$ cat config.mk
export PLATFORM = sky130hd
export DESIGN_NAME = dcache_ctrl
export DESIGN_NICKNAME = d
export VERILOG_FILES = /design/src/hdl/dcache_pkg.sv /design/src/hdl/mem_bus_pkg.sv /design/src/hdl/dcache_ctrl.sv
export VERILOG_INCLUDE_DIRS = /design/src /design/src/hdl
export SDC_FILE = /design/constraint.sdc
export NUM_CORES = 1
export LEC_CHECK = 0
export BUFFER_PORTS_ARGS = -buffer_cell sky130_fd_sc_hd__clkbuf_2
export CORE_AREA = 2 2 230 232
export DETAILED_ROUTE_END_ITERATION = 10
export DIE_AREA = 0 0 232 234
export GPL_ROUTABILITY_DRIVEN = 0
export PLACE_DENSITY_LB_ADDON = 0.15
export SYNTH_ARGS = -nofsm -noshare
export SYNTH_HDL_FRONTEND = slang
export SYNTH_SLANG_ARGS = --single-unit
$ cat constraint.sdc
create_clock -name clk -period 1.94 [get_ports clk]
set_clock_uncertainty 0.05 [all_clocks]
set_input_delay 0.194 -clock clk [delete_from_list [all_inputs] [get_ports clk]]
set_output_delay 0.194 -clock clk [all_outputs]
set_load 0.03 [all_outputs]
$ cat src/hdl/dcache_defs.svh
`ifndef DCACHE_DEFS_SVH
`define DCACHE_DEFS_SVH

// cpu address and data widths
`define DC_ADDR_W 32
`define DC_WORD_W 64
`define DC_STRB_W 8

// two ways of 64 sets, one word per line
`define DC_SETS 64

// address split: [31:9] tag, [8:3] index, [2:0] byte offset
`define DC_INDEX_LSB 3
`define DC_INDEX_MSB 8
`define DC_TAG_LSB 9
`define DC_TAG_W 23

`endif

$ cat src/hdl/dcache_pkg.sv
`default_nettype none

`include "dcache_defs.svh"

package dcache_pkg;

    // controller states
    typedef enum logic [2:0] {
        IDLE,
        LOOKUP,
        HIT,
        WBACK,
        REFILL
    } dc_state_e;

    // cache geometry
    typedef logic [`DC_INDEX_MSB-`DC_INDEX_LSB:0] dc_index_t;
    typedef logic [`DC_TAG_W-1:0] dc_tag_t;
    typedef logic [0:0] dc_way_t;

endpackage

`default_nettype wire

$ cat src/hdl/mem_bus_pkg.sv
`default_nettype none

package mem_bus_pkg;

    // memory side operation, held until mem_ready_i
    typedef enum logic [1:0] {
        MEM_NONE,
        MEM_REFILL,
        MEM_WBACK
    } mem_op_e;

endpackage

`default_nettype wire

$ cat src/hdl/dcache_ctrl.sv
`timescale 1ns/1ps
`default_nettype none

`include "dcache_defs.svh"

module dcache_ctrl
    import dcache_pkg::*;
    import mem_bus_pkg::*;
(
    input  wire                   clk,
    input  wire                   rst_n_i,
    input  wire                   req_valid_i,
    input  wire                   req_write_i,
    input  wire [`DC_ADDR_W-1:0]  addr_i,
    input  wire [`DC_WORD_W-1:0]  wdata_i,
    input  wire [`DC_STRB_W-1:0]  wstrb_i,
    output logic [`DC_WORD_W-1:0] rdata_o,
    output logic                  done_o,
    output mem_op_e               mem_op_o,
    output logic [`DC_ADDR_W-1:0] mem_addr_o,
    output logic [`DC_WORD_W-1:0] mem_wdata_o,
    input  wire [`DC_WORD_W-1:0]  mem_rdata_i,
    input  wire                   mem_ready_i,
    output logic                  fill_o,
    output dc_way_t               fill_way_o,
    output logic                  set_dirty_o,
    output logic                  touch_o,
    output dc_way_t               use_way_o,
    output dc_index_t             index_o,
    output dc_tag_t               tag_o,
    output logic                  ram_we_o,
    output dc_way_t               ram_way_o,
    output logic [`DC_STRB_W-1:0] ram_wstrb_o,
    output logic [`DC_WORD_W-1:0] ram_wdata_o,
    input  wire                   hit_i,
    input  wire dc_way_t          hit_way_i,
    input  wire dc_way_t          victim_way_i,
    input  wire                   victim_dirty_i,
    input  wire dc_tag_t          victim_tag_i,
    input  wire [`DC_WORD_W-1:0]  rdata0_i,
    input  wire [`DC_WORD_W-1:0]  rdata1_i
);

    dc_state_e             state_q;
    dc_state_e             state_d;
    logic                  in_hit;
    logic                  refill_done;
    logic [`DC_WORD_W-1:0] victim_word;

    // request is held by the cpu, so the index stays put
    assign tag_o   = addr_i[`DC_ADDR_W-1:`DC_TAG_LSB];
    assign index_o = addr_i[`DC_INDEX_MSB:`DC_INDEX_LSB];

    always_comb begin
        state_d = state_q;
        unique case (state_q)
            IDLE: begin
                if (req_valid_i) begin
                    state_d = LOOKUP;
                end
            end
            LOOKUP: begin
                if (hit_i) begin
                    state_d = HIT;
                end else if (victim_dirty_i) begin
                    state_d = WBACK;
                end else begin
                    state_d = REFILL;
                end
            end
            WBACK: begin
                if (mem_ready_i) begin
                    state_d = REFILL;
                end
            end
            // back to lookup, which then hits on the new line
            REFILL: begin
                if (mem_ready_i) begin
                    state_d = LOOKUP;
                end
            end
            HIT: begin
                state_d = IDLE;
            end
            default: begin
                state_d = IDLE;
            end
        endcase
    end

    always_ff @(posedge clk or negedge rst_n_i) begin
        if (!rst_n_i) begin
            state_q <= IDLE;
        end else begin
            state_q <= state_d;
        end
    end

    assign in_hit      = (state_q == HIT);
    assign refill_done = (state_q == REFILL) && mem_ready_i;
    assign victim_word = victim_way_i ? rdata1_i : rdata0_i;

    // cpu side
    assign done_o  = in_hit;
    assign rdata_o = hit_way_i ? rdata1_i : rdata0_i;

    // memory side, stable while waiting for ready
    always_comb begin
        unique case (state_q)
            WBACK:   mem_op_o = MEM_WBACK;
            REFILL:  mem_op_o = MEM_REFILL;
            default: mem_op_o = MEM_NONE;
        endcase
    end

    assign mem_addr_o = (state_q == WBACK) ?
                        {victim_tag_i, index_o, {`DC_INDEX_LSB{1'b0}}} :
                        {tag_o, index_o, {`DC_INDEX_LSB{1'b0}}};
    assign mem_wdata_o = victim_word;

    // tag store updates
    assign fill_o      = refill_done;
    assign fill_way_o  = victim_way_i;
    assign touch_o     = in_hit;
    assign set_dirty_o = in_hit && req_write_i;
    assign use_way_o   = hit_way_i;

    // write hit merges cpu bytes, refill writes the whole word
    assign ram_we_o    = (in_hit && req_write_i) || refill_done;
    assign ram_way_o   = in_hit ? hit_way_i : victim_way_i;
    assign ram_wstrb_o = in_hit ? wstrb_i : {`DC_STRB_W{1'b1}};
    assign ram_wdata_o = in_hit ? wdata_i : mem_rdata_i;

endmodule

`default_nettype wire

==> results_dict.tcl <==
set metrics [dict create \
    fin_ws_ns -0.0633 \
    setup_viol 44 \
    dieArea_sq_um 54300 \
    cts_tree "built" \
    clock_latency_ns 0.22 \
    htreeDepth 1 \
    overflow 0 \
    core_sq_um 52000 \
    slew_viol_final 0 \
    die_h_um 234 \
    startpoint_type "register" \
    endpoint_kind "output pin" \
    criticalPathCategory "reg2out" \
    ios 599 \
    fillers 5980 \
    ys_seq_area_share_pct 2.38 \
    yosysTopAreaCell "mux2_2" \
    r2r_cells 3 \
    routedWlPerCell_um 12.7 \
    fmax_ghz 0.499 \
    grt_max_degree 52 \
    dr.first_iter.drc_count 58 \
    place_hpwl_um 17300 \
    r2r_slack_ns 0.64 \
    ys_seq_elements 3 \
    grt_util_all_layers_pct 5.97 \
    timing.final.crit_share_pct 103 \
    yosysMostFrequentCell "mux2_2" \
    dpl-instance-area_sq_um 6670 \
    die_w_um 232 \
    antenna_left 0 \
    grt_pass1_vias 4368 \
    grt_pass1_wl_um 24700 \
    crit_fanout 19 \
    syn_area_sq_um 3160 \
    ir_drop_mv 0.286 \
    synth_common_cells "175 x mux2_2, 44 x buf_4, 41 x mux2_1, 15 x buf_2, 9 x nand2b_1" \
    area_growth_pct 138 \
    cts_sinks 3 \
    synth_ff_type "dfrtp_1" \
    largest_reg_flops 3 \
    antenna_found_initial 0 \
    drt_wl_total_um 19600 \
    ys_types 24 \
    power_uw 5700 \
    reg.largest.list "state_q (3)" \
    cap_violations 0 \
    vias_per_cell 3.02 \
    leakagePower_uw 0.00393 \
    regMostFlops "state_q" \
    path_clk_slew_ns 0.03 \
    cp.required_ns 1.70 \
    status "finished with violations" \
    synthTopCellsByArea "mux2_2 62%, mux2_1 15%, buf_4 10%, buf_2 2.4%, dfrtp_1 2.4%" \
    synth-async-reset-ratio_pct 100 \
    rsz0062_at_grt "yes" \
    first_pass_iters 4 \
    final_hold_viol_count 0 \
    synthCells 314 \
    route.vias.total 4648 \
    cts_root_buffer "clkbuf_16" \
    final_area_sq_um 7530 \
    relSlewSlack_pct 66.9 \
    min_path_type "in2reg" \
    cts_buffers 3 \
    synth_edf_count 0 \
    fin_crit_ns 2.00 \
    ys_warn_count 0 \
    drive_gt1_share_pct 92.8 \
    start_util_pct 6.08 \
    hold_depth 2 \
    worst-slew-pin-transition_ns 0.485 \
    diodes 0 \
    portBuffers 574 \
    clockBufferDepth 2 \
    yosysTopAreaCellShare_pct 62.4 \
    avgSynthCellArea_sq_um 10.1 \
    p_per_area_nw_per_um2 757 \
    rows 84 \
    drc_errors 0 \
    cp.arrival_ns 1.76 \
    violations "negative setup slack" \
    finalNetCount 1181 \
]
==> power breakdown <==
part / switching [uW] / total (uW) / internal (uW)
combinational: 2890 / 5260 / 2360
clock: 53.7 / 325 / 271
sequential: 27.0 / 118 / 90.6
==> through the flow <==
step                      setup slack, ns  hold slack [ns]  utilization, %  cells  setup TNS, ns
final                             -0.0633            0.213            14.5   1540          -1.23
after global routing               -0.147            0.238            14.5   1540          -6.48
after CTS                         -0.0811            0.202            13.6   1536          -3.14
after detailed placement            0.116          -0.0524            12.8   1530              0
after global placement              0.118          -0.0518            12.8   1530              0
after floorplan                     0.111           -0.152               -    316              0
==> what timing repair did <==
item                                    in CTS  in global routing
setup buffers                                1                  3
hold endpoints to repair                     3                  0
pin swaps                                    0                  1
endpoints found under the setup margin      71                 91
gates cloned                                 0                  1
gates resized for setup                     74                194
hold buffers                                 1                  0
==> cell type report <==
cell class	instances	area (sq um)	area share (%)
Tap cell	688	861	11.4
Inverter	3	11.3	0.150
Timing Repair Buffer	598	3670	48.7
Clock buffer	4	78.8	1.05
Sequential cell	3	75.1	0.997
Multi-Input combinational cell	244	2830	37.6
==> path summary, 6_finish.rpt <==
| path | from | endpoint |
|---|---|---|
| worst max-delay path | state_q[0]$_DFFE_PN0P_ | ram_wdata_o[14] |
| worst min-delay path | mem_ready_i | state_q[1]$_DFFE_PN0P_ |
| worst max register to register | state_q[0]$_DFFE_PN0P_ | state_q[1]$_DFFE_PN0P_ |
| worst min register to register | state_q[1]$_DFFE_PN0P_ | state_q[2]$_DFFE_PN0P_ |
| max in group asynchronous | rst_n_i | state_q[2]$_DFFE_PN0P_ |
| min in group asynchronous | rst_n_i | state_q[1]$_DFFE_PN0P_ |
==> worst max-delay path: stages, from the launching register on <==
cell	delay, ns
dfrtp_1	0.39
nor3b_4	0.24
buf_12	0.17
buf_16	0.20
mux2_2	0.36
clkbuf_8	0.16
==> per-layer routing <==
metal / track usage, % / vias up / wire (um)
met5: 0 / - / 0
met4: 0.361 / 0 / 35
met3: 1.29 / 2 / 1640
met2: 12.4 / 323 / 10800
met1: 6.31 / 2131 / 7090
li1: - / 2192 / -
==> cells by family (layout without fill, tap and decap cells) <==
| logic type | count (synthesis) | count (layout) | synth area share [%] |
|---|---|---|---|
| other | 1 | 3 | 0.119 |
| buffers and inverters | 69 | 605 | 15.2 |
| DFF | 3 | 3 | 2.38 |
| and+or+nand+nor | 19 | 19 | 3.88 |
| AOI/OAI and AO/OA | 6 | 6 | 1.47 |
| muxes | 216 | 216 | 77.0 |
==> placed cells by master (no fill, tap or decap) <==
cell type        n
a2111oi_0        1
a2bb2oi_1        2
a31oi_1          1
and2_4           1
and2b_2          1
buf_12           8
buf_16           1
buf_2           10
buf_4           11
buf_6           28
buf_8           26
clkbuf_1         1
clkbuf_16        4
clkbuf_2       506
clkbuf_4         1
clkbuf_8         5
conb_1           3
dfrtp_1          3
dlygate4sd3_1    1
inv_1            3
mux2_1          31
mux2_2         135
mux2_4          50
nand2_1          1
nand2_4          1
nand2b_1         9
nor2_1           1
nor3_1           2
nor3b_4          1
nor4bb_4         1
o22ai_1          1
o31ai_1          1
or2_4            1
(Power assumes the default switching activity.)
